**config.mk**
```make
export PLATFORM = sky130hd
export DESIGN_NAME = riscv_core
export DESIGN_NICKNAME = d
export VERILOG_FILES = /design/src/source/rv_isa_pkg.sv /design/src/source/rv_ctrl_pkg.sv /design/src/source/main_decoder.sv /design/src/source/alu_decoder.sv /design/src/source/imm_extend.sv /design/src/source/alu.sv /design/src/source/reg_file.sv /design/src/source/riscv_core.sv
export SDC_FILE = /design/constraint.sdc
export NUM_CORES = 2
export LEC_CHECK = 0
export BUFFER_PORTS_ARGS = -buffer_cell sky130_fd_sc_hd__buf_2
export CAP_MARGIN = 20
export CORE_ASPECT_RATIO = 2
export CORE_MARGIN = 3
export CORE_UTILIZATION = 51
export DETAILED_ROUTE_END_ITERATION = 10
export PLACE_DENSITY = 0.8
export SLEW_MARGIN = 10
export SYNTH_ARGS = -nofsm -noshare
export SYNTH_HDL_FRONTEND = slang
export SYNTH_SLANG_ARGS = --single-unit
```
**constraint.sdc**
```tcl
create_clock -name clk_i -period 7.88 [get_ports clk_i]
set_input_delay 0.788 -clock clk_i [delete_from_list [all_inputs] [get_ports clk_i]]
set_output_delay 0.788 -clock clk_i [all_outputs]
set_load 0.1 [all_outputs]
```
**src/source/rv_isa_pkg.sv**
```systemverilog
package rv_isa_pkg;

    // Datapath and register index widths
    localparam int XLEN       = 32;
    localparam int REG_ADDR_W = 5;

    // Instruction word and field widths
    localparam int ILEN     = 32;
    localparam int OPCODE_W = 7;
    localparam int FUNCT3_W = 3;
    localparam int FUNCT7_W = 7;

    // Major opcodes of the supported subset
    localparam logic [OPCODE_W-1:0] OPC_LOAD   = 7'b0000011;  // lw
    localparam logic [OPCODE_W-1:0] OPC_OP_IMM = 7'b0010011;  // addi, slti, xori, ori, andi
    localparam logic [OPCODE_W-1:0] OPC_STORE  = 7'b0100011;  // sw
    localparam logic [OPCODE_W-1:0] OPC_OP     = 7'b0110011;  // add, sub, slt, xor, or, and
    localparam logic [OPCODE_W-1:0] OPC_BRANCH = 7'b1100011;  // beq

    // funct3 of the ALU instructions
    localparam logic [FUNCT3_W-1:0] FUNCT3_ADD_SUB = 3'b000;
    localparam logic [FUNCT3_W-1:0] FUNCT3_SLT     = 3'b010;
    localparam logic [FUNCT3_W-1:0] FUNCT3_XOR     = 3'b100;
    localparam logic [FUNCT3_W-1:0] FUNCT3_OR      = 3'b110;
    localparam logic [FUNCT3_W-1:0] FUNCT3_AND     = 3'b111;

    // funct7 of the register-register group
    localparam logic [FUNCT7_W-1:0] FUNCT7_BASE = 7'b0000000;  // add and the logic ops
    localparam logic [FUNCT7_W-1:0] FUNCT7_ALT  = 7'b0100000;  // sub

endpackage

```
**src/source/rv_ctrl_pkg.sv**
```systemverilog
package rv_ctrl_pkg;

    // Immediate format
    typedef enum logic [1:0] {
        IMM_I = 2'b00,
        IMM_S = 2'b01,
        IMM_B = 2'b10
    } imm_src_e;

    // ALU operation class from the main decoder
    typedef enum logic [1:0] {
        ALU_OP_ADD   = 2'b00,  // Address add for lw/sw
        ALU_OP_SUB   = 2'b01,  // Compare for beq
        ALU_OP_FUNCT = 2'b10   // Look at funct3/funct7
    } alu_op_e;

    // ALU function code
    typedef enum logic [2:0] {
        ALU_ADD = 3'b000,
        ALU_SUB = 3'b001,
        ALU_AND = 3'b010,
        ALU_OR  = 3'b011,
        ALU_XOR = 3'b100,
        ALU_SLT = 3'b101
    } alu_fn_e;

    // Control word, 9 bits
    typedef struct packed {
        logic     reg_wr_en;
        logic     mem_wr_en;
        imm_src_e imm_src;
        logic     alu_src;     // 1 selects the immediate
        logic     branch;
        logic     result_src;  // 1 selects load data
        alu_op_e  alu_op;
    } ctrl_t;

    localparam ctrl_t CTRL_NOP = '{
        reg_wr_en:  1'b0,
        mem_wr_en:  1'b0,
        imm_src:    IMM_I,
        alu_src:    1'b0,
        branch:     1'b0,
        result_src: 1'b0,
        alu_op:     ALU_OP_ADD
    };

endpackage

```
**src/source/main_decoder.sv**
```systemverilog
`timescale 1ns/1ps

module main_decoder (
    input  logic [rv_isa_pkg::OPCODE_W-1:0] opcode_i,  // Instruction bits 6:0
    output rv_ctrl_pkg::ctrl_t              ctrl_o
);

    import rv_isa_pkg::*;
    import rv_ctrl_pkg::*;

    always_comb begin
        // Unknown opcodes fall through as a no-op
        ctrl_o = CTRL_NOP;

        case (opcode_i)
            OPC_LOAD: begin
                ctrl_o.reg_wr_en  = 1'b1;
                ctrl_o.imm_src    = IMM_I;
                ctrl_o.alu_src    = 1'b1;
                ctrl_o.result_src = 1'b1;  // Write back load data
                ctrl_o.alu_op     = ALU_OP_ADD;
            end

            OPC_OP_IMM: begin
                ctrl_o.reg_wr_en = 1'b1;
                ctrl_o.imm_src   = IMM_I;
                ctrl_o.alu_src   = 1'b1;
                ctrl_o.alu_op    = ALU_OP_FUNCT;
            end

            OPC_STORE: begin
                ctrl_o.mem_wr_en = 1'b1;
                ctrl_o.imm_src   = IMM_S;
                ctrl_o.alu_src   = 1'b1;
                ctrl_o.alu_op    = ALU_OP_ADD;  // rs1 + offset
            end

            OPC_OP: begin
                ctrl_o.reg_wr_en = 1'b1;
                ctrl_o.alu_src   = 1'b0;
                ctrl_o.alu_op    = ALU_OP_FUNCT;
            end

            // beq compares rs1 and rs2 by subtraction
            OPC_BRANCH: begin
                ctrl_o.imm_src = IMM_B;
                ctrl_o.alu_src = 1'b0;
                ctrl_o.branch  = 1'b1;
                ctrl_o.alu_op  = ALU_OP_SUB;
            end

            default: begin
                ctrl_o = CTRL_NOP;
            end
        endcase
    end

endmodule

```
**src/source/alu_decoder.sv**
```systemverilog
`timescale 1ns/1ps

module alu_decoder (
    input  rv_ctrl_pkg::alu_op_e            alu_op_i,
    input  logic [rv_isa_pkg::FUNCT3_W-1:0] funct3_i,
    input  logic                            funct7_b5_i,  // Instruction bit 30
    input  logic                            op_b5_i,      // Set for R-type, clear for I-type
    output rv_ctrl_pkg::alu_fn_e            alu_fn_o
);

    import rv_isa_pkg::*;
    import rv_ctrl_pkg::*;

    logic is_sub;

    // Bit 30 of addi is immediate data, so the opcode must say R-type too
    assign is_sub = funct7_b5_i & op_b5_i;

    always_comb begin
        alu_fn_o = ALU_ADD;

        case (alu_op_i)
            ALU_OP_ADD: alu_fn_o = ALU_ADD;
            ALU_OP_SUB: alu_fn_o = ALU_SUB;
            ALU_OP_FUNCT: begin
                case (funct3_i)
                    FUNCT3_ADD_SUB: alu_fn_o = is_sub ? ALU_SUB : ALU_ADD;
                    FUNCT3_SLT:     alu_fn_o = ALU_SLT;
                    FUNCT3_XOR:     alu_fn_o = ALU_XOR;
                    FUNCT3_OR:      alu_fn_o = ALU_OR;
                    FUNCT3_AND:     alu_fn_o = ALU_AND;
                    default:        alu_fn_o = ALU_ADD;  // Shifts and sltu not in the subset
                endcase
            end
            default: alu_fn_o = ALU_ADD;
        endcase
    end

endmodule

```
**src/source/imm_extend.sv**
```systemverilog
`timescale 1ns/1ps

module imm_extend (
    input  logic [rv_isa_pkg::ILEN-1:0] instr_i,
    input  rv_ctrl_pkg::imm_src_e       imm_src_i,
    output logic [rv_isa_pkg::XLEN-1:0] imm_o
);

    import rv_isa_pkg::*;
    import rv_ctrl_pkg::*;

    logic sign;

    assign sign = instr_i[31];  // Sign sits at bit 31 in every format

    always_comb begin
        case (imm_src_i)
            IMM_I: imm_o = {{(XLEN-12){sign}}, instr_i[31:20]};
            IMM_S: imm_o = {{(XLEN-12){sign}}, instr_i[31:25], instr_i[11:7]};
            // Branch offset in halfwords, bit 0 implied zero
            IMM_B: imm_o = {{(XLEN-12){sign}}, instr_i[7], instr_i[30:25],
                            instr_i[11:8], 1'b0};
            default: imm_o = '0;
        endcase
    end

endmodule

```
**src/source/alu.sv**
```systemverilog
`timescale 1ns/1ps

module alu (
    input  logic [rv_isa_pkg::XLEN-1:0] a_i,
    input  logic [rv_isa_pkg::XLEN-1:0] b_i,
    input  rv_ctrl_pkg::alu_fn_e        fn_i,
    output logic [rv_isa_pkg::XLEN-1:0] result_o,
    output logic                        zero_o
);

    import rv_isa_pkg::*;
    import rv_ctrl_pkg::*;

    logic lt_signed;

    assign lt_signed = $signed(a_i) < $signed(b_i);

    always_comb begin
        case (fn_i)
            ALU_ADD: result_o = a_i + b_i;
            ALU_SUB: result_o = a_i - b_i;
            ALU_AND: result_o = a_i & b_i;
            ALU_OR:  result_o = a_i | b_i;
            ALU_XOR: result_o = a_i ^ b_i;
            ALU_SLT: result_o = {{(XLEN-1){1'b0}}, lt_signed};
            default: result_o = '0;
        endcase
    end

    // Equal operands under SUB give zero, used by beq
    assign zero_o = (result_o == '0);

endmodule

```
**src/source/reg_file.sv**
```systemverilog
`timescale 1ns/1ps

module reg_file (
    input  logic                              clk_i,
    input  logic                              rst_n_i,
    input  logic                              we_i,
    input  logic [rv_isa_pkg::REG_ADDR_W-1:0] rs1_i,
    input  logic [rv_isa_pkg::REG_ADDR_W-1:0] rs2_i,
    input  logic [rv_isa_pkg::REG_ADDR_W-1:0] rd_i,
    input  logic [rv_isa_pkg::XLEN-1:0]       wd_i,
    output logic [rv_isa_pkg::XLEN-1:0]       rd1_o,
    output logic [rv_isa_pkg::XLEN-1:0]       rd2_o
);

    import rv_isa_pkg::*;

    logic [XLEN-1:0] regs_q [1:(2**REG_ADDR_W)-1];  // No storage for x0

    always_ff @(posedge clk_i) begin
        if (!rst_n_i) begin
            for (int i = 1; i < 2**REG_ADDR_W; i++) begin
                regs_q[i] <= '0;
            end
        end else if (we_i && (rd_i != '0)) begin
            regs_q[rd_i] <= wd_i;
        end
    end

    // Combinational reads
    assign rd1_o = (rs1_i == '0) ? '0 : regs_q[rs1_i];
    assign rd2_o = (rs2_i == '0) ? '0 : regs_q[rs2_i];

endmodule

```
**src/source/riscv_core.sv**
```systemverilog
`timescale 1ns/1ps

module riscv_core (
    input  logic                        clk_i,
    input  logic                        rst_n_i,
    // Instruction port
    output logic [rv_isa_pkg::XLEN-1:0] imem_addr_o,
    input  logic [rv_isa_pkg::ILEN-1:0] imem_instr_i,
    // Data port
    output logic [rv_isa_pkg::XLEN-1:0] dmem_addr_o,
    output logic [rv_isa_pkg::XLEN-1:0] dmem_wdata_o,
    output logic                        dmem_we_o,
    input  logic [rv_isa_pkg::XLEN-1:0] dmem_rdata_i
);

    import rv_isa_pkg::*;
    import rv_ctrl_pkg::*;

    logic [XLEN-1:0]       pc_q;
    logic [XLEN-1:0]       pc_next;
    logic [XLEN-1:0]       pc_plus4;
    logic [XLEN-1:0]       pc_target;
    logic                  take_branch;

    logic [OPCODE_W-1:0]   opcode;
    logic [REG_ADDR_W-1:0] rs1, rs2, rd;
    logic [FUNCT3_W-1:0]   funct3;

    ctrl_t                 ctrl;
    alu_fn_e               alu_fn;
    logic [XLEN-1:0]       imm;
    logic [XLEN-1:0]       rd1, rd2;
    logic [XLEN-1:0]       alu_b;
    logic [XLEN-1:0]       alu_result;
    logic                  alu_zero;
    logic [XLEN-1:0]       result;
    logic                  reg_we;

    // Instruction fields
    assign opcode = imem_instr_i[6:0];
    assign rd     = imem_instr_i[11:7];
    assign funct3 = imem_instr_i[14:12];
    assign rs1    = imem_instr_i[19:15];
    assign rs2    = imem_instr_i[24:20];

    main_decoder main_decoder_i (
        .opcode_i (opcode),
        .ctrl_o   (ctrl)
    );

    alu_decoder alu_decoder_i (
        .alu_op_i    (ctrl.alu_op),
        .funct3_i    (funct3),
        .funct7_b5_i (imem_instr_i[30]),
        .op_b5_i     (opcode[5]),
        .alu_fn_o    (alu_fn)
    );

    imm_extend imm_extend_i (
        .instr_i   (imem_instr_i),
        .imm_src_i (ctrl.imm_src),
        .imm_o     (imm)
    );

    reg_file reg_file_i (
        .clk_i   (clk_i),
        .rst_n_i (rst_n_i),
        .we_i    (reg_we),
        .rs1_i   (rs1),
        .rs2_i   (rs2),
        .rd_i    (rd),
        .wd_i    (result),
        .rd1_o   (rd1),
        .rd2_o   (rd2)
    );

    assign alu_b = ctrl.alu_src ? imm : rd2;  // Immediate or rs2

    alu alu_i (
        .a_i      (rd1),
        .b_i      (alu_b),
        .fn_i     (alu_fn),
        .result_o (alu_result),
        .zero_o   (alu_zero)
    );

    assign result = ctrl.result_src ? dmem_rdata_i : alu_result;

    // No writes of any kind while in reset
    assign reg_we    = ctrl.reg_wr_en & rst_n_i;
    assign dmem_we_o = ctrl.mem_wr_en & rst_n_i;

    assign dmem_addr_o  = alu_result;
    assign dmem_wdata_o = rd2;

    // Next PC
    assign pc_plus4    = pc_q + XLEN'(4);
    assign pc_target   = pc_q + imm;
    assign take_branch = ctrl.branch & alu_zero;  // beq only
    assign pc_next     = take_branch ? pc_target : pc_plus4;

    always_ff @(posedge clk_i) begin
        if (!rst_n_i) begin
            pc_q <= '0;
        end else begin
            pc_q <= pc_next;
        end
    end

    assign imem_addr_o = pc_q;

endmodule

```
# Word-level counts from Yosys, hierarchy flattened
# Memory sizes are Yosys's and may differ from the RTL's.
# Cells that the tools add are included.
# classes
add_sub_neg	4
eq_ne	18
magnitude_cmp	1
reduce_logical	12
mul	0
div	0
muxes	24
shift	0
n_bitwise	7
# ops
op	n
$mux W32	6
$pmux W32 S6	1
$pmux W32 S3	1
$add A32 B32 Y32	2
$add A32 B3 Y32 const B	1
$and A32 B32 Y32	1
$logic_not A32 Y1	1
$lt A32 B32 Y1	1
$or A32 B32 Y32	1
$reduce_or A32 Y1	1
$sub A32 B32 Y32	1
$xor A32 B32 Y32	1
$eq A3 B3 Y1 const B	5
$pmux W3 S5	1
$eq A7 B6 Y1 const B	2
$mux W1	11
$logic_not A5 Y1	2
$eq A3 B2 Y1 const B	3
$pmux W2 S2	2
$eq A7 B2 Y1 const B	1
$eq A7 B5 Y1 const B	1
$eq A7 B7 Y1 const B	1
$logic_not A3 Y1	2
$pmux W3 S2	1
10 further kinds	16
# totals
mem_bits_ro	0
input_bits	66
ramBits	992
memories	1
reg_bits	32
latch_bits	0
# mem_list
name	words	width	rd	rd_ports_with_merged_regs	write_ports	line	source
reg_file_i.regs_q	31	32	2	0	31	reg_file.sv:17	logic [XLEN-1:0] regs_q [1:(2**REG_ADDR_W)-1];

# Longest topological paths before layout
# depth
depth_word	10
ltp_mapped	26
ltp_nobuf	21

# Modules after synthesis
# Synthesis repeated with hierarchy kept, for this count alone.
# unflattened
cells_unflattened	4984
area_unflattened_um2	64695.8
# by_module_without_submodules
module	area_each_um2	seq_area_each_um2	cells_each	n_inst
reg_file	54214.5	30749.5	3505	1
alu	5800.6	0.0	886	1
riscv_core	4129.0	640.6	525	1
imm_extend	326.6	0.0	43	1
main_decoder	126.4	0.0	13	1
alu_decoder	98.8	0.0	12	1

# Least setup slack after synthesis
# OpenSTA, ideal clock, no wires.
# synth_path
path_type	input -> register
start	input port imem_instr_i[20] (netlist name)
end	register pc_q[5] (netlist: imem_addr_o[5])
n_path_buf	6
path_stages	23
arrival_time_ns	9.365
slack_ns	-1.600
path_cell_list	clkbuf_1 -> buf_1 -> clkbuf_1 -> or4_1 -> nor2_1 -> clkbuf_1 -> nor2_1 -> a21oi_1 -> ha_1 -> buf_2 -> or2_2 -> a21oi_1 -> a2111oi_1 -> a21oi_2 -> o211a_1 -> o221a_2 -> o21ai_0 -> nor3_1 -> nand4_1 -> nor4_2 -> buf_4 -> mux2_1 -> and2_1
# synth_between
elab_chain_len	8
# synth_rtl
element	line	source
start: declaration	riscv_core.sv:8	input logic [rv_isa_pkg::ILEN-1:0] imem_instr_i,
$mem_v2 Z31 W32 / $logic_not A5 Y1 (equally long branches)	-	
$mux W32 (*)	reg_file.sv:31	assign rd2_o = (rs2_i == '0) ? '0 : regs_q[rs2_i];
via dmem_wdata_o (one bit)	riscv_core.sv:11	output logic [rv_isa_pkg::XLEN-1:0] dmem_wdata_o,
$mux W32 (*)	riscv_core.sv:77	assign alu_b = ctrl.alu_src ? imm : rd2;
$sub A32 B32 Y32 / $add A32 B32 Y32 (equally long branches)	alu.sv:21, alu.sv:20	
$pmux W32 S6 (*)	alu.sv:19	case (fn_i)
via dmem_addr_o (one bit)	riscv_core.sv:10	output logic [rv_isa_pkg::XLEN-1:0] dmem_addr_o,
$logic_not A32 Y1 (*)	alu.sv:31	assign zero_o = (result_o == '0);
$and A1 B1 Y1 (*)	riscv_core.sv:99	assign take_branch = ctrl.branch & alu_zero;
$mux W32 (*)	riscv_core.sv:100	assign pc_next = take_branch ? pc_target : pc_plus4;
end signal: assignment	riscv_core.sv:106	pc_q <= pc_next;
end: declaration	riscv_core.sv:19	logic [XLEN-1:0] pc_q;
# Mark *: on every way through the listed nets, which the timed path passes. The rest lies on a longest branch.
# A chain may end at the register's enable or synchronous reset.

# Worst setup path after layout
# layout_path
start	input port imem_instr_i[21] (netlist name)
end	output port dmem_addr_o[31] (netlist name)
# layout_between
elab_chain_len	5
# layout_rtl
element	line	source
$mem_v2 Z31 W32 / $logic_not A5 Y1 (equally long branches)	-	
$mux W32	reg_file.sv:31	
$mux W32 (*)	riscv_core.sv:77	
$sub A32 B32 Y32 (tied with other cells)	alu.sv:21	ALU_SUB: result_o = a_i - b_i;
$pmux W32 S6 (*)	alu.sv:19	
end: declaration	riscv_core.sv:10	
# Mark *: on every way between the ends. The rest lies on a longest branch, timed or not.

==> run summary <==
Dividing total power by cell area gives a power density of 235 nW/um^2. The sequential element share of the synthesized area is 50.9%. The hold violation total from the final report was 0. The initial utilization of the core area, before any placement, comes to 51.6%. The detailed-route vias per instance works out to 7.36.

On the critical path, the stage with the largest delay is an instance of sky130_fd_sc_hd__mux4_2. After detailed routing, the average wire length per cell comes to 35.5 um. The global-route congestion overflow total came out at 0. The largest total area in the synthesized netlist belongs to sky130_fd_sc_hd__edfxtp_1. For the count of synthesis-stage warnings from yosys, the log shows 0. The via count of the first global-routing pass is 51492.

Setup violations remaining at the end of the flow were counted as 0. Number of enable flip-flop cells after synthesis: 1024. Timing would allow up to 128 MHz.

The final wirelength came out at 239000 um. The logs give 27.5 nW for the leakage power total and 179 for the placement row count. Summed over all nets, the half-perimeter wirelength after detailed placement is 151000 um.

The max-slew violation count is 0, and the overall die height is 498 um. From left edge to right edge, the die measures 252 um. The summed area of non-filler cells in the final layout was 70100 um^2; the worst endpoint required time was 7090 ps.

The max capacitance violation total is 0. After detailed placement, the total cell area comes to 67000 um^2. The clock latency reported for the late side of the worst-skew pair came out at 710 ps. The clock period could shrink to 7830 ps. The critical path goes through buf_8 > buf_4 > buf_12 > mux4_2 > mux4_2 > mux2i_1 > nor2_2 > a21oi_1 > ha_1 > a21o_1 > a21oi_1 > o21ai_0 > a221oi_1 > o21ai_1 > buf_4 > a211oi_2 > buf_4 > o31ai_1 > mux2i_1 > a221o_1 > buf_4 > buf_12.

The first global-routing pass estimated 340000 um of wire. The post-route netlist has 27.6% of its cells at a drive strength greater than 1. The tools report the number of buffers created by CTS as 86. In the synthesized netlist the dominant register cell turns out to be sky130_fd_sc_hd__edfxtp_1. The deepest clock path buffer count is 3. The largest incremental delay on the critical path is 500 ps, and the highest ir drop seen on vdd is 0.000164 V. The overall die area is 125000 um^2, and the area growth from synthesis to final layout is 13.8%. Detailed router's first-iteration violation count: 7957. The actual slew at the worst max-slew pin is 1240 ps. In this run the number of H-tree levels came out at 3. The routability congestion estimate is 1.03. In the synthesized netlist the async set-or-reset flop fraction comes to 0%.

Synthesis handed over a netlist of 4863 instances. The average instance in the mapped netlist occupies 12.7 um^2. Pin placement for this block handled 163 I/O pins.

Clock-pin slew was measured on the worst setup and hold paths at 90 ps. The run gives 7040 ps as the worst endpoint data arrival time. The logs give 49420 for the detailed-route via count and 64 for the largest net degree at the start of global routing.

The path class of the tightest hold or removal check is input port to flip-flop. Post-synthesis instance area: 61600 um^2. The first detailed-routing pass ran for 9 iterations. After filler insertion, the fill cell instance count of the layout stands at 8768. The worst slew margin relative to its limit was 17.4%; the number of input and output port buffers inserted was 162. STA classifies the critical path startpoint as an input port.

Sorting the synthesized cells by area gives the leading types as sky130_fd_sc_hd__edfxtp_1, sky130_fd_sc_hd__mux4_2, sky130_fd_sc_hd__nor2_1, sky130_fd_sc_hd__mux2i_1, sky130_fd_sc_hd__ha_1. The most numerous cell type found on the critical path is sky130_fd_sc_hd__buf_4. The root buffer cell chosen for the clock tree is sky130_fd_sc_hd__clkbuf_16. The standard cell core area was 119000 um^2; the number of clock sinks was 1056. Register bit count reported by yosys: 1056. The global router's overall resource usage is 37.8%, and the final core utilization is 58.8%. By startpoint and endpoint, the worst setup path is classified as input port to primary output. After synthesis, the netlist uses 90 different library cells. The top cell type's share of synthesized area works out to 49.9%. The final clock period utilization by the worst path came out at 99.4%. The tools report the endpoint kind of the worst setup timing path as a primary output. At the end of the flow, the number of nets in the layout was 5303.

The flow ran to the end, and the final reports show no timing, DRC or antenna violations. The number of hold buffers added after CTS was 0. Number of remaining DRC errors: 0. The count of nets left with antenna violations once routing finished came out at 0. Of all nets on the critical path, the largest fanout is 53.

The number of antenna violations at the first check in global routing was 17. The run gives 38.2 ps as the worst clock skew. TritonCTS built the clock tree.
-- layout make-up --
| type | count | area, um^2 | share of cell area (%) |
|---|---|---|---|
| sequential | 1056 | 31400 | 44.8 |
| multi-input combinational | 3252 | 28700 | 40.9 |
| timing repair buffer | 553 | 4730 | 6.75 |
| clock buffer | 101 | 2230 | 3.18 |
| tap | 1538 | 1920 | 2.74 |
| clock inverter | 56 | 574 | 0.819 |
| inverter | 150 | 563 | 0.803 |
| antenna | 6 | 15.0 | 0.0214 |
-- sequential cells by signal, summed over array words and instances (netlist names) --
register           count
imem_addr_o           32
reg_file_i.regs_q   1024
-- where the power goes --
| group | leakage (nW) | internal (mW) | switching (mW) | total, mW |
|---|---|---|---|---|
| Sequential | 10.8 | 6.39 | 0.140 | 6.53 |
| Combinational | 15.4 | 1.76 | 3.76 | 5.52 |
| Clock | 1.36 | 2.37 | 2.10 | 4.47 |
| Total | 27.5 | 10.5 | 6.00 | 16.5 |
-- worst max-delay path: cells and delay by family --
family | cells | cell delay, ps
fa+ha+maj | 1 | 310
buf+inv | 7 | 1880
mux | 4 | 1450
compound gates | 9 | 2340
simple gates | 1 | 150
-- placed cells by master, fill, tap and decap left out, types with 16 or more instances in the layout --
| master | Yosys | routed |
|---|---|---|
| sky130_fd_sc_hd__a211o_1 | 32 | 32 |
| sky130_fd_sc_hd__a211oi_1 | 28 | 27 |
| sky130_fd_sc_hd__a21o_1 | 47 | 47 |
| sky130_fd_sc_hd__a21oi_1 | 152 | 150 |
| sky130_fd_sc_hd__a221oi_1 | 34 | 34 |
| sky130_fd_sc_hd__and3_1 | 21 | 21 |
| sky130_fd_sc_hd__buf_12 | 0 | 60 |
| sky130_fd_sc_hd__buf_2 | 8 | 138 |
| sky130_fd_sc_hd__buf_4 | 6 | 340 |
| sky130_fd_sc_hd__clkbuf_16 | 0 | 87 |
| sky130_fd_sc_hd__clkinv_1 | 0 | 24 |
| sky130_fd_sc_hd__conb_1 | 1 | 32 |
| sky130_fd_sc_hd__dfxtp_1 | 32 | 32 |
| sky130_fd_sc_hd__edfxtp_1 | 1024 | 1024 |
| sky130_fd_sc_hd__ha_1 | 135 | 135 |
| sky130_fd_sc_hd__inv_1 | 148 | 147 |
| sky130_fd_sc_hd__mux2_2 | 64 | 64 |
| sky130_fd_sc_hd__mux2i_1 | 202 | 171 |
| sky130_fd_sc_hd__mux2i_2 | 0 | 17 |
| sky130_fd_sc_hd__mux4_2 | 524 | 524 |
| sky130_fd_sc_hd__nand2_1 | 183 | 127 |
| sky130_fd_sc_hd__nand2_2 | 0 | 54 |
| sky130_fd_sc_hd__nand2b_1 | 33 | 32 |
| sky130_fd_sc_hd__nand3_1 | 44 | 43 |
| sky130_fd_sc_hd__nor2_1 | 1124 | 1100 |
| sky130_fd_sc_hd__nor2_2 | 0 | 21 |
| sky130_fd_sc_hd__nor2b_1 | 30 | 28 |
| sky130_fd_sc_hd__nor3_1 | 91 | 89 |
| sky130_fd_sc_hd__o211a_1 | 25 | 25 |
| sky130_fd_sc_hd__o211ai_1 | 26 | 26 |
| sky130_fd_sc_hd__o21ai_0 | 52 | 44 |
| sky130_fd_sc_hd__o21bai_1 | 17 | 17 |
| sky130_fd_sc_hd__o221ai_1 | 37 | 34 |
| sky130_fd_sc_hd__o22ai_1 | 32 | 32 |
| sky130_fd_sc_hd__or3_1 | 17 | 16 |
| sky130_fd_sc_hd__xnor2_1 | 35 | 35 |
| sky130_fd_sc_hd__xor2_1 | 27 | 27 |
-- Yosys cell counts (26+ instances only) --
library cell / instances
sky130_fd_sc_hd__a211o_1: 32
sky130_fd_sc_hd__a211oi_1: 28
sky130_fd_sc_hd__a21o_1: 47
sky130_fd_sc_hd__a21oi_1: 152
sky130_fd_sc_hd__a221oi_1: 34
sky130_fd_sc_hd__buf_1: 72
sky130_fd_sc_hd__clkbuf_1: 349
sky130_fd_sc_hd__dfxtp_1: 32
sky130_fd_sc_hd__edfxtp_1: 1024
sky130_fd_sc_hd__ha_1: 135
sky130_fd_sc_hd__inv_1: 148
sky130_fd_sc_hd__mux2_2: 64
sky130_fd_sc_hd__mux2i_1: 202
sky130_fd_sc_hd__mux4_2: 524
sky130_fd_sc_hd__nand2_1: 183
sky130_fd_sc_hd__nand2b_1: 33
sky130_fd_sc_hd__nand3_1: 44
sky130_fd_sc_hd__nor2_1: 1124
sky130_fd_sc_hd__nor2b_1: 30
sky130_fd_sc_hd__nor3_1: 91
sky130_fd_sc_hd__o211ai_1: 26
sky130_fd_sc_hd__o21ai_0: 52
sky130_fd_sc_hd__o221ai_1: 37
sky130_fd_sc_hd__o22ai_1: 32
sky130_fd_sc_hd__xnor2_1: 35
sky130_fd_sc_hd__xor2_1: 27
-- through the flow --
| stage | std cells | total power, mW | hold WS (ps) | setup TNS, ps | setup WS, ps |
|---|---|---|---|---|---|
| 2_1_floorplan | 4894 | 9.73 | 995 | 0 | 1.88 |
| 3_3_place_gp | 6538 | 11.7 | 576 | -6600 | -310 |
| 3_5_place_dp | 6538 | 11.8 | 572 | -8160 | -364 |
| 4_1_cts | 6695 | 16.1 | 582 | 0 | 30.4 |
| 5_1_grt | 6708 | 16.9 | 521 | -40.7 | -40.7 |
| 6_report | 6712 | 16.5 | 526 | 0 | 48.7 |
-- final timing paths --
path,startpoint,end,slack (ps),depth (start not counted)
worst max-delay path,imem_instr_i[21],dmem_addr_o[31],50,22
worst min-delay path,dmem_rdata_i[10],reg_file_i.regs_q[16][10],530,3
worst max register to register,reg_file_i.regs_q[3][0],imem_addr_o[19],370,25
worst min register to register,imem_addr_o[0],imem_addr_o[0],580,2
-- per-layer routing --
| metal | vias to the layer above | routed length, um | track usage, % |
|---|---|---|---|
| met2 | 5175 | 112000 | 60.7 |
| met3 | 1849 | 35400 | 13.0 |
| met4 | 14 | 28900 | 35.6 |
| met5 | - | 117 | 0 |
| li1 | 18891 | - | - |
| met1 | 23491 | 62300 | 38.1 |
-- cell families after synthesis --
| group | synth area share [%] |
|---|---|
| flip-flops | 50.9 |
| adder cells (fa/ha/maj) | 2.87 |
| AO/OA/AOI/OAI | 7.09 |
| AND/OR/NAND/NOR | 11.0 |
| buffers and inverters | 3.63 |
| other | 0.00609 |
| multiplexers | 23.6 |
| XOR/XNOR | 0.881 |
-- timing repair --
action,4_1_cts,5_1_grt
setup buffers,0,1
pin swaps,0,1
endpoints found under the setup margin,2,38
resized for setup,1,13
Power figures use the tool's default switching activity.
